File: src/ecc_pkg.sv
package ecc_pkg;

    // ******************************************************************
    // Code geometry
    // ******************************************************************
    localparam int DATA_WIDTH   = 126;
    localparam int PARITY_WIDTH = 9;
    // Hamming position field, the low syndrome bits
    localparam int POS_WIDTH    = PARITY_WIDTH - 1;

    // Flow control defaults
    localparam int DEFAULT_IN_CREDITS  = 4;
    localparam int DEFAULT_OUT_CREDITS = 2;

    typedef logic [DATA_WIDTH-1:0]   ecc_data_t;
    typedef logic [PARITY_WIDTH-1:0] ecc_parity_t;
    typedef logic [POS_WIDTH-1:0]    ecc_pos_t;

    // One stored word as read back from memory
    typedef struct packed {
        ecc_data_t   data;
        ecc_parity_t parity;
        logic        bypass;
    } ecc_read_t;

    // One checked word
    typedef struct packed {
        ecc_data_t data;
        logic      sbit_err;
        logic      dbit_err;
    } ecc_result_t;

    // ******************************************************************
    // Syndrome column of data bit idx
    // ******************************************************************
    // Positions start at 3 and skip every power of two on the way up
    function automatic ecc_parity_t data_column(input int unsigned idx);
        ecc_pos_t pos;
        pos = ecc_pos_t'(idx + 3);
        for (int k = 2; k < POS_WIDTH; k++) begin
            if (pos >= ecc_pos_t'(1 << k)) begin
                pos = pos + ecc_pos_t'(1);
            end
        end
        // Top bit makes every column odd weight
        return {~^pos, pos};
    endfunction

endpackage

File: src/ecc_encoder.sv
`timescale 1ns/1ps

module ecc_encoder (
    input  ecc_pkg::ecc_data_t   data,
    output ecc_pkg::ecc_parity_t parity
);

    // Each set data bit toggles the check bits named by its column
    always_comb begin
        parity = '0;
        for (int i = 0; i < ecc_pkg::DATA_WIDTH; i++) begin
            if (data[i]) begin
                parity = parity ^ ecc_pkg::data_column(i);
            end
        end
    end

endmodule

File: src/ecc_syndrome_decoder.sv
`timescale 1ns/1ps

module ecc_syndrome_decoder (
    input  ecc_pkg::ecc_parity_t syndrome,
    output ecc_pkg::ecc_data_t   mask,
    output logic                 sbit_err,
    output logic                 dbit_err
);

    logic       col_hit;
    logic [3:0] weight;

    // Match the syndrome against every data column
    always_comb begin
        mask    = '0;
        col_hit = 1'b0;
        for (int i = 0; i < ecc_pkg::DATA_WIDTH; i++) begin
            if (syndrome == ecc_pkg::data_column(i)) begin
                mask[i] = 1'b1;
                col_hit = 1'b1;
            end
        end
    end

    // Weight one means a flipped check bit
    always_comb begin
        weight = '0;
        for (int k = 0; k < ecc_pkg::PARITY_WIDTH; k++) begin
            weight = weight + 4'(syndrome[k]);
        end
    end

    // ******************************************************************
    // Classification
    // ******************************************************************
    always_comb begin
        sbit_err = 1'b0;
        dbit_err = 1'b0;
        if (syndrome != '0) begin
            if (col_hit || weight == 4'd1) begin
                sbit_err = 1'b1;
            end else begin
                // even weight or an unused odd column
                dbit_err = 1'b1;
            end
        end
    end

endmodule

File: src/ecc_credit_fifo.sv
`timescale 1ns/1ps

module ecc_credit_fifo #(
    parameter int DEPTH = 4
) (
    input  logic              clk,
    input  logic              reset,
    input  logic              in_valid,
    input  ecc_pkg::ecc_read_t in_word,
    input  logic              pop,
    output logic              pop_valid,
    output ecc_pkg::ecc_read_t pop_word,
    output logic              in_credit
);

    localparam int AW = (DEPTH > 1) ? $clog2(DEPTH) : 1;
    localparam int CW = $clog2(DEPTH + 1);

    ecc_pkg::ecc_read_t mem [DEPTH];

    logic [AW-1:0] wr_ptr;
    logic [AW-1:0] rd_ptr;
    logic [CW-1:0] count;
    logic          rd_fire;

    // ******************************************************************
    // Read side, first word falls through
    // ******************************************************************
    assign pop_valid = (count != '0);
    assign pop_word  = mem[rd_ptr];
    assign rd_fire   = pop & pop_valid;

    // Every word leaving frees one upstream slot
    assign in_credit = rd_fire;

    // Storage
    always_ff @(posedge clk) begin
        if (in_valid) begin
            mem[wr_ptr] <= in_word;
        end
    end

    // ******************************************************************
    // Pointers and occupancy
    // ******************************************************************
    always_ff @(posedge clk) begin
        if (reset) begin
            wr_ptr <= '0;
            rd_ptr <= '0;
            count  <= '0;
        end else begin
            if (in_valid) begin
                wr_ptr <= (wr_ptr == AW'(DEPTH - 1)) ? '0 : wr_ptr + AW'(1);
            end
            if (rd_fire) begin
                rd_ptr <= (rd_ptr == AW'(DEPTH - 1)) ? '0 : rd_ptr + AW'(1);
            end
            case ({in_valid, rd_fire})
                2'b10:   count <= count + CW'(1);
                2'b01:   count <= count - CW'(1);
                default: count <= count;
            endcase
        end
    end

endmodule

File: src/ecc_check_pipe.sv
`timescale 1ns/1ps

module ecc_check_pipe #(
    parameter int OUT_CREDITS = 2
) (
    input  logic                 clk,
    input  logic                 reset,
    input  logic                 pop_valid,
    input  ecc_pkg::ecc_read_t   pop_word,
    output logic                 pop,
    input  logic                 out_credit,
    output logic                 out_valid,
    output ecc_pkg::ecc_result_t out_result
);

    localparam int CW = $clog2(OUT_CREDITS + 1);

    logic [CW-1:0] credit_cnt;

    ecc_pkg::ecc_parity_t recalc_parity;

    // Stage 1 registers
    logic                 s1_valid;
    ecc_pkg::ecc_data_t   s1_data;
    logic                 s1_bypass;
    ecc_pkg::ecc_parity_t s1_syndrome;

    ecc_pkg::ecc_data_t dec_mask;
    logic               dec_sbit;
    logic               dec_dbit;

    // ******************************************************************
    // Downstream credits
    // ******************************************************************
    assign pop = pop_valid & (credit_cnt != '0);

    always_ff @(posedge clk) begin
        if (reset) begin
            credit_cnt <= CW'(OUT_CREDITS);
        end else begin
            case ({pop, out_credit})
                2'b10:   credit_cnt <= credit_cnt - CW'(1);
                2'b01:   credit_cnt <= credit_cnt + CW'(1);
                default: credit_cnt <= credit_cnt;
            endcase
        end
    end

    // ******************************************************************
    // Stage 1, syndrome
    // ******************************************************************
    ecc_encoder recalc_inst (
        .data   (pop_word.data),
        .parity (recalc_parity)
    );

    always_ff @(posedge clk) begin
        if (reset) begin
            s1_valid <= 1'b0;
        end else begin
            s1_valid <= pop;
        end
    end

    always_ff @(posedge clk) begin
        s1_data     <= pop_word.data;
        s1_bypass   <= pop_word.bypass;
        s1_syndrome <= pop_word.parity ^ recalc_parity;
    end

    // ******************************************************************
    // Stage 2, correction
    // ******************************************************************
    ecc_syndrome_decoder decoder_inst (
        .syndrome (s1_syndrome),
        .mask     (dec_mask),
        .sbit_err (dec_sbit),
        .dbit_err (dec_dbit)
    );

    always_ff @(posedge clk) begin
        if (reset) begin
            out_valid <= 1'b0;
        end else begin
            out_valid <= s1_valid;
        end
    end

    // Bypassed words pass untouched with no flags
    always_ff @(posedge clk) begin
        out_result.data     <= s1_bypass ? s1_data : (s1_data ^ dec_mask);
        out_result.sbit_err <= ~s1_bypass & dec_sbit;
        out_result.dbit_err <= ~s1_bypass & dec_dbit;
    end

endmodule

File: src/ecc_126_top.sv
`timescale 1ns/1ps

module ecc_126_top #(
    parameter int IN_CREDITS  = ecc_pkg::DEFAULT_IN_CREDITS,
    parameter int OUT_CREDITS = ecc_pkg::DEFAULT_OUT_CREDITS
) (
    input  logic                 clk,
    input  logic                 reset,

    // Write side encode
    input  ecc_pkg::ecc_data_t   wr_data,
    output ecc_pkg::ecc_parity_t wr_parity,

    // Read words in
    input  logic                 in_valid,
    input  ecc_pkg::ecc_read_t   in_word,
    output logic                 in_credit,

    // Checked words out
    input  logic                 out_credit,
    output logic                 out_valid,
    output ecc_pkg::ecc_result_t out_result
);

    logic               pop;
    logic               pop_valid;
    ecc_pkg::ecc_read_t pop_word;

    // ******************************************************************
    // Write path
    // ******************************************************************
    ecc_encoder wr_encoder_inst (
        .data   (wr_data),
        .parity (wr_parity)
    );

    // ******************************************************************
    // Read path
    // ******************************************************************
    ecc_credit_fifo #(
        .DEPTH (IN_CREDITS)
    ) in_fifo_inst (
        .clk       (clk),
        .reset     (reset),
        .in_valid  (in_valid),
        .in_word   (in_word),
        .pop       (pop),
        .pop_valid (pop_valid),
        .pop_word  (pop_word),
        .in_credit (in_credit)
    );

    ecc_check_pipe #(
        .OUT_CREDITS (OUT_CREDITS)
    ) check_pipe_inst (
        .clk        (clk),
        .reset      (reset),
        .pop_valid  (pop_valid),
        .pop_word   (pop_word),
        .pop        (pop),
        .out_credit (out_credit),
        .out_valid  (out_valid),
        .out_result (out_result)
    );

endmodule

File: config.mk
export PLATFORM = sky130hd
export DESIGN_NAME = ecc_126_top
export DESIGN_NICKNAME = d
export VERILOG_FILES = /design/src/ecc_pkg.sv /design/src/ecc_encoder.sv /design/src/ecc_syndrome_decoder.sv /design/src/ecc_credit_fifo.sv /design/src/ecc_check_pipe.sv /design/src/ecc_126_top.sv
export SDC_FILE = /design/constraint.sdc
export NUM_CORES = 1
export LEC_CHECK = 0
export ABC_AREA = 1
export BUFFER_PORTS_ARGS = -buffer_cell sky130_fd_sc_hd__buf_2
export CAP_MARGIN = 20
export CORE_AREA = 2 2 383 385
export DETAILED_ROUTE_END_ITERATION = 8
export DIE_AREA = 0 0 385 387
export GPL_TIMING_DRIVEN = 0
export PLACE_DENSITY = 0.49
export SLEW_MARGIN = 10
export SYNTH_ARGS = -nofsm -noshare
export SYNTH_HDL_FRONTEND = slang
export SYNTH_SLANG_ARGS = --single-unit
File: constraint.sdc
create_clock -name clk -period 8.75 [get_ports clk]
set_clock_uncertainty 0.15 [all_clocks]
set_input_delay 0.875 -clock clk [delete_from_list [all_inputs] [get_ports clk]]
set_output_delay 0.875 -clock clk [all_outputs]
set_load 0.05 [all_outputs]
-- Yosys cells after proc, flatten, opt, wreduce, memory -nomap -nowiden
Memories as Yosys holds them, arrays and structs flattened. A register that Yosys moved wholly into a read port is not among the register bits.
Cells that the tools add are included.
- flip-flop bits (word level): 275
- memory bits (writable): 544
- input port bits: 266
- output and inout bits: 139
- word-level logic and storage cells: 6439
- memories kept: 1
- add/sub/neg operators: 1264
- $lt $le $gt $ge: 1250
- eq/ne operators: 133
- mux-type cells: 3266
- bitwise logic cells: 257
- reductions and logical operators: 256
- memory list (memory ; words ; bits a word ; rd ports ; clocked after Yosys merged registers in ; write ports ; line ; text):
    in_fifo_inst.mem ; 4 ; 136 ; 1 ; 1 ; 1 ; ecc_credit_fifo.sv:19 ; ecc_pkg::ecc_read_t mem [DEPTH];
- operators by type and width (cell ; number):
    8-bit two-way mux ; 2750
    8-bit by 1-bit adder with 8-bit output (second input constant) ; 1250
    9-bit two-way mux ; 252
    9-bit bitwise XOR ; 251
    8-bit by 4-bit greater-or-equal comparator with 1-bit output (second input constant) ; 250
    8-bit by 5-bit greater-or-equal comparator with 1-bit output (second input constant) ; 250
    8-bit by 6-bit greater-or-equal comparator with 1-bit output (second input constant) ; 250
    8-bit by 7-bit greater-or-equal comparator with 1-bit output (second input constant) ; 250
    8-bit greater-or-equal comparator (second input constant) ; 250
    8-bit XNOR reduction ; 250
    9-bit equality test (second input constant) ; 66
    9-bit by 7-bit equality test with 1-bit output (second input constant) ; 31
    1-bit two-way mux ; 257
    9-bit by 6-bit equality test with 1-bit output (second input constant) ; 15
    126-bit two-way mux ; 1
    126-bit bitwise XOR ; 1
    9-bit by 5-bit equality test with 1-bit output (second input constant) ; 7
    4-bit by 1-bit adder with 4-bit output ; 7
    9-bit by 4-bit equality test with 1-bit output (second input constant) ; 3
    9-bit by 8-bit equality test with 1-bit output (second input constant) ; 3
    9-bit by 3-bit equality test with 1-bit output (second input constant) ; 1
    9-bit nonzero test ; 1
    2-bit equality test (second input constant) ; 4
    2-bit two-way mux ; 4
    14 further kinds ; 22

-- Logic depth before layout (Yosys ltp)
- depth after elaboration: 268
- depth in mapped cells: 27
- depth with buffers taken out: 25

-- Hierarchy
From an unflattened synthesis, not the netlist that was laid out.
- cell total of the unflattened synthesis: 4962
- area total of the unflattened synthesis: 43354.1 um^2
- by module, submodules not included (module ; times used ; cells an instance ; area an instance (um^2) ; sequential area each (um^2)):
    ecc_credit_fifo ; 1 ; 1378 ; 20499.7 ; 16515.8
    ecc_check_pipe ; 1 ; 693 ; 7689.9 ; 5365.1
    ecc_encoder (check_pipe_inst.recalc_inst) ; 1 ; 1154 ; 6358.6 ; 0.0
    ecc_encoder (wr_encoder_inst) ; 1 ; 1190 ; 6297.3 ; 0.0
    ecc_syndrome_decoder ; 1 ; 547 ; 2508.7 ; 0.0

-- Worst setup path before layout
Ideal clock, no wire load.
- path type: input-to-reg
- start point: in in_valid
- end point: mem in_fifo_inst.mem[3][0] (netlist bit), enable pin
- setup time: 0.489 ns
- arrival: 3.530 ns
- data required time: 8.111 ns
- setup slack: 4.581 ns
- stages: 2
- buffers on the path: 0
- cells stage by stage: nand2_1 -> inv_1
- longest elaborated chain between the ends: 2
- RTL lines (what ; line ; text):
    from (decl) ; ecc_126_top.sv:15 ; input logic in_valid,
    1-bit two-way mux ; ecc_credit_fifo.sv:38 ; if (in_valid) begin
    1-bit two-way mux (implied by the code) ; ecc_credit_fifo.sv:39 ; mem[wr_ptr] <= in_word;
    to (decl) ; ecc_credit_fifo.sv:19 ;
No other way between the ends.

-- Final worst setup path
- start point: reg check_pipe_inst.s1_syndrome[1]
- end point: reg, netlist name check_pipe_inst.out_result[1]
- longest elaborated chain between the ends: 131
- elaborated cells on any way between the ends: 266
- classes of those cells: add/sub (8); eq/ne (127); mux (128); bitwise (1); reduce/logical (2)
- RTL lines (what ; line ; text):
    from (decl) ; ecc_check_pipe.sv:26 ; ecc_pkg::ecc_parity_t s1_syndrome;
    from (signal assigned) ; ecc_check_pipe.sv:68 ; s1_syndrome <= pop_word.parity ^ recalc_parity;
    9-bit equality test ; ecc_syndrome_decoder.sv:18 ; if (syndrome == ecc_pkg::data_column(i)) begin
    1-bit two-way mux (126 in series) ; ecc_syndrome_decoder.sv:18 ;
    1-bit logical OR ; ecc_syndrome_decoder.sv:40 ; if (col_hit || weight == 4'd1) begin
    1-bit two-way mux ; ecc_syndrome_decoder.sv:40 ;
    1-bit two-way mux * ; ecc_syndrome_decoder.sv:39 ; if (syndrome != '0) begin
    1-bit AND * ; ecc_check_pipe.sv:92 ; out_result.sbit_err <= ~s1_bypass & dec_sbit;
Every way passes the cells marked *; elsewhere a longest branch is shown, timed or not.
A chain may end at the register's enable or synchronous reset.

==> qor.log <==
qor: clock_tree.cts_inserted_buffers 91
qor: critical_path.critPathMaxFanout 3
qor: routing.drt.antenna.violating_nets 0
qor: routing.firstDrtPassIters 7
qor: logic_synthesis.yosys.cell_count.top_type sky130_fd_sc_hd__nand2_1
qor: logic_synthesis.ys_types 49
qor: floorplanning.initial_utilization 0.2882
qor: critical_path.cp_slowest_stage_delay 490 ps
qor: run_status.status completed
qor: sta.slew-limit-headroom 0.4382
qor: logic_synthesis.synth.top_cells.by_area sky130_fd_sc_hd__edfxtp_1 39%, sky130_fd_sc_hd__nand2_1 14%, sky130_fd_sc_hd__dfxtp_1 13%
qor: clock_tree.cts_repair_resize_count 0
qor: critical_path.cp_num_buf_inv 3
qor: grt.number_of_global_route_vias_before_repair 30.40k
qor: clock_tree.cts.path.max_buffers 3
qor: logic_synthesis.async_flop_share 0
qor: critical_path.crit_top_cell sky130_fd_sc_hd__fa_1
qor: routing.detailroute.via_count 32.12k
qor: sta.drv_slew 0
qor: grt.globalRouteTotalUtil 0.2206
qor: critical_path.timing.critical_path.max_delay_family adder cells
qor: logic_synthesis.netlist_top_cells_count 1518 x sky130_fd_sc_hd__nand2_1, 544 x sky130_fd_sc_hd__edfxtp_1, 448 x sky130_fd_sc_hd__inv_1
qor: logic_synthesis.ys_seq_area_frac 0.5240
qor: critical_path.setup.worst_path.class reg2reg
qor: routing.finalWirelength 167600 um
qor: sta.setup_total_negative_slack 0 ps
qor: critical_path.crit_path_cell_trace inv_1, ha_1, inv_1, fa_1, fa_1, fa_1, inv_1, ha_1, fa_1, a2111oi_0, o21ai_0, nand3b_1, nor3_1, nand4_1, nor3_1, a21oi_1
qor: critical_path.worst-endpoint-required 9120 ps
qor: critical_path.critPathSlowestCell sky130_fd_sc_hd__fa_1
qor: floorplanning.io_pins 405
qor: logic_synthesis.synth_edf_count 544
qor: routing.dr.first_iter.drc_count 2654
qor: routing.vias_per_std_cell 4.562
qor: floorplanning.rows 140
qor: sta.rsz0062_at_grt false
qor: logic_synthesis.synth_top_area_cell sky130_fd_sc_hd__edfxtp_1
qor: logic_synthesis.postSynthCellCount 4565
qor: clock_tree.postcts_setup_bufs 0
qor: clock_tree.clkSinkCount 821
qor: grt.grt_remaining_overflow 0
qor: final_layout.post_route_cells_drive_above_1_share 0.1405
qor: critical_path.critical_path.startpoint_type register
qor: clock_tree.cts_tree built
qor: clock_tree.clock_insertion_delay_worst_skew 740 ps
qor: placement.finalWeightedCongestion 0.9627
qor: logic_synthesis.synth-seq-cells 821
qor: sta.max_freq 208.9 MHz
qor: clock_tree.h_tree_depth 3
qor: sta.fin_crit_sh 0.5470
qor: sta.report.final.setup_viol 0
qor: logic_synthesis.yosys_warnings 0
qor: critical_path.timing.critical_path.arrival 5160 ps
qor: logic_synthesis.dominantRegCellSynth sky130_fd_sc_hd__edfxtp_1
qor: final_layout.area.growth.synth_to_final 18.13%
qor: sta.slew_worst_pin 840.7 ps
qor: logic_synthesis.synth_top_area_frac 0.3912
qor: floorplanning.design.die.area 149000 um2
qor: grt.grt_start_max_net_pins 86
qor: floorplanning.die_h 387 um
qor: logic_synthesis.synth_fp_nets 4853
qor: floorplanning.die_w 385 um
qor: grt.grt_first_pass_wirelength 230500 um
qor: logic_synthesis.synth_area 41760 um2
qor: sta.report.final.hold_viol_count 0
qor: min_path.class_of_the_most_critical_hold_timing_path in2reg
qor: run.cap_violations 0
qor: clock_tree.hold_buffers 0
qor: clock_tree.clockRootBuffer sky130_fd_sc_hd__clkbuf_16
qor: placement.detailed_place_hpwl 132500 um
qor: routing.remaining_drcs 0
qor: clock_tree.clk_pin_slew 60 ps
qor: grt.grt_antenna_before_repair 56
qor: logic_synthesis.synth_area_per_cell 9.147 um2
qor: floorplanning.core_region_area 144900 um2
qor: final_layout.final_net_count 5326
qor: critical_path.critPathCaptureType register
qor: routing.post_drt_wl_per_cell 23.81 um
qor: placement.buffer_ports.inserted 375
qor: sta.layout_min_cycle_time 4786 ps
==> metrics by stage <==
step,worst slack (ps),cells,util,hold slack (ps),cell area [um2]
2_1_floorplan,4581,4565,-,238.3,41760
3_3_place_gp,1840,6857,0.3177,248.3,46030
3_5_place_dp,4047,6862,0.3189,247.4,46200
4_1_cts,4015,7029,0.3403,146.9,49300
5_1_grt,3765,7029,0.3403,169.5,49300
6_report,3964,7041,0.3405,194.9,49330
==> cells by family after synthesis <==
logic type / share of synthesized area
buffers and inverters: 0.06481
and+or+nand+nor: 0.2188
adders and majority gates: 0.007671
AOI/OAI and AO/OA: 0.01205
DFF: 0.5240
xor gates and xnor gates: 0.1726
==> worst paths after layout <==
path                                                              end  depth (start not counted)                                   start  slack, ps
worst min-delay path               in_fifo_inst.mem[1][121]$_DFFE_PP_                          1                            in_word[121]        190
worst max-delay path            check_pipe_inst.out_result[1]$_DFF_P_                         16  check_pipe_inst.s1_syndrome[1]$_DFF_P_       3960
worst max register to register  check_pipe_inst.out_result[1]$_DFF_P_                         16  check_pipe_inst.s1_syndrome[1]$_DFF_P_       3960
worst min register to register   check_pipe_inst.out_valid$_SDFF_PP0_                          2     check_pipe_inst.s1_valid$_SDFF_PP0_        250
==> worst reg2reg max path, cell delays in order, from the launching register on <==
cell and delay (ps):
sky130_fd_sc_hd__dfxtp_1 480, sky130_fd_sc_hd__inv_1 120, sky130_fd_sc_hd__ha_1 290, sky130_fd_sc_hd__inv_1 50
sky130_fd_sc_hd__fa_1 490, sky130_fd_sc_hd__fa_1 430, sky130_fd_sc_hd__fa_1 490, sky130_fd_sc_hd__inv_1 40
sky130_fd_sc_hd__ha_1 200, sky130_fd_sc_hd__fa_1 440, sky130_fd_sc_hd__a2111oi_0 350, sky130_fd_sc_hd__o21ai_0 170
sky130_fd_sc_hd__nand3b_1 170, sky130_fd_sc_hd__nor3_1 70, sky130_fd_sc_hd__nand4_1 170, sky130_fd_sc_hd__nor3_1 100
sky130_fd_sc_hd__a21oi_1 400
==> layout make-up <==
class / instances / area [um2]
Antenna cell: 12 / 30.03
Buffer: 144 / 888.4
Clock buffer: 117 / 2452
Clock inverter: 50 / 646.9
Fill cell: 15030 / 95540
Inverter: 483 / 1848
Multi-Input combinational cell: 3117 / 17170
Sequential cell: 821 / 21880
Tap cell: 1917 / 2399
Timing Repair Buffer: 380 / 2014
==> sequential cells by signal (all words and copies together), names as in the netlist, named ones only <==
name                         count
check_pipe_inst.s1_data        126
in_fifo_inst.count               3
check_pipe_inst.s1_syndrome      9
in_fifo_inst.wr_ptr              2
check_pipe_inst.s1_bypass        1
in_fifo_inst.rd_ptr              2
check_pipe_inst.out_valid        1
check_pipe_inst.s1_valid         1
in_fifo_inst.mem               544
check_pipe_inst.out_result     128
check_pipe_inst.credit_cnt       2
==> cells in the final DEF (no fill, tap or decap), types with 37 or more instances in the layout <==
master	netlist	routed
sky130_fd_sc_hd__nand2_1	1518	1518
sky130_fd_sc_hd__edfxtp_1	544	544
sky130_fd_sc_hd__inv_1	448	444
sky130_fd_sc_hd__xnor2_1	425	425
sky130_fd_sc_hd__buf_2	46	421
sky130_fd_sc_hd__nand3_1	378	378
sky130_fd_sc_hd__xor2_1	353	353
sky130_fd_sc_hd__dfxtp_1	277	277
sky130_fd_sc_hd__nor2_1	168	168
sky130_fd_sc_hd__clkbuf_16	0	91
sky130_fd_sc_hd__clkbuf_1	39	56
sky130_fd_sc_hd__o21ai_0	37	37
==> metal layers <==
layer	wire (um)	part of all wire	global-route usage	vias to the layer above
met5	276	0.0016	0	-
met4	4328	0.026	0.05313	44
met3	11700	0.070	0.04262	265
met2	79200	0.47	0.3692	1177
met1	72110	0.43	0.2914	15270
li1	-	-	-	15370
Power is not shown: default switching activity piles up to over one toggle a cycle in this logic, so the estimate is an artifact.
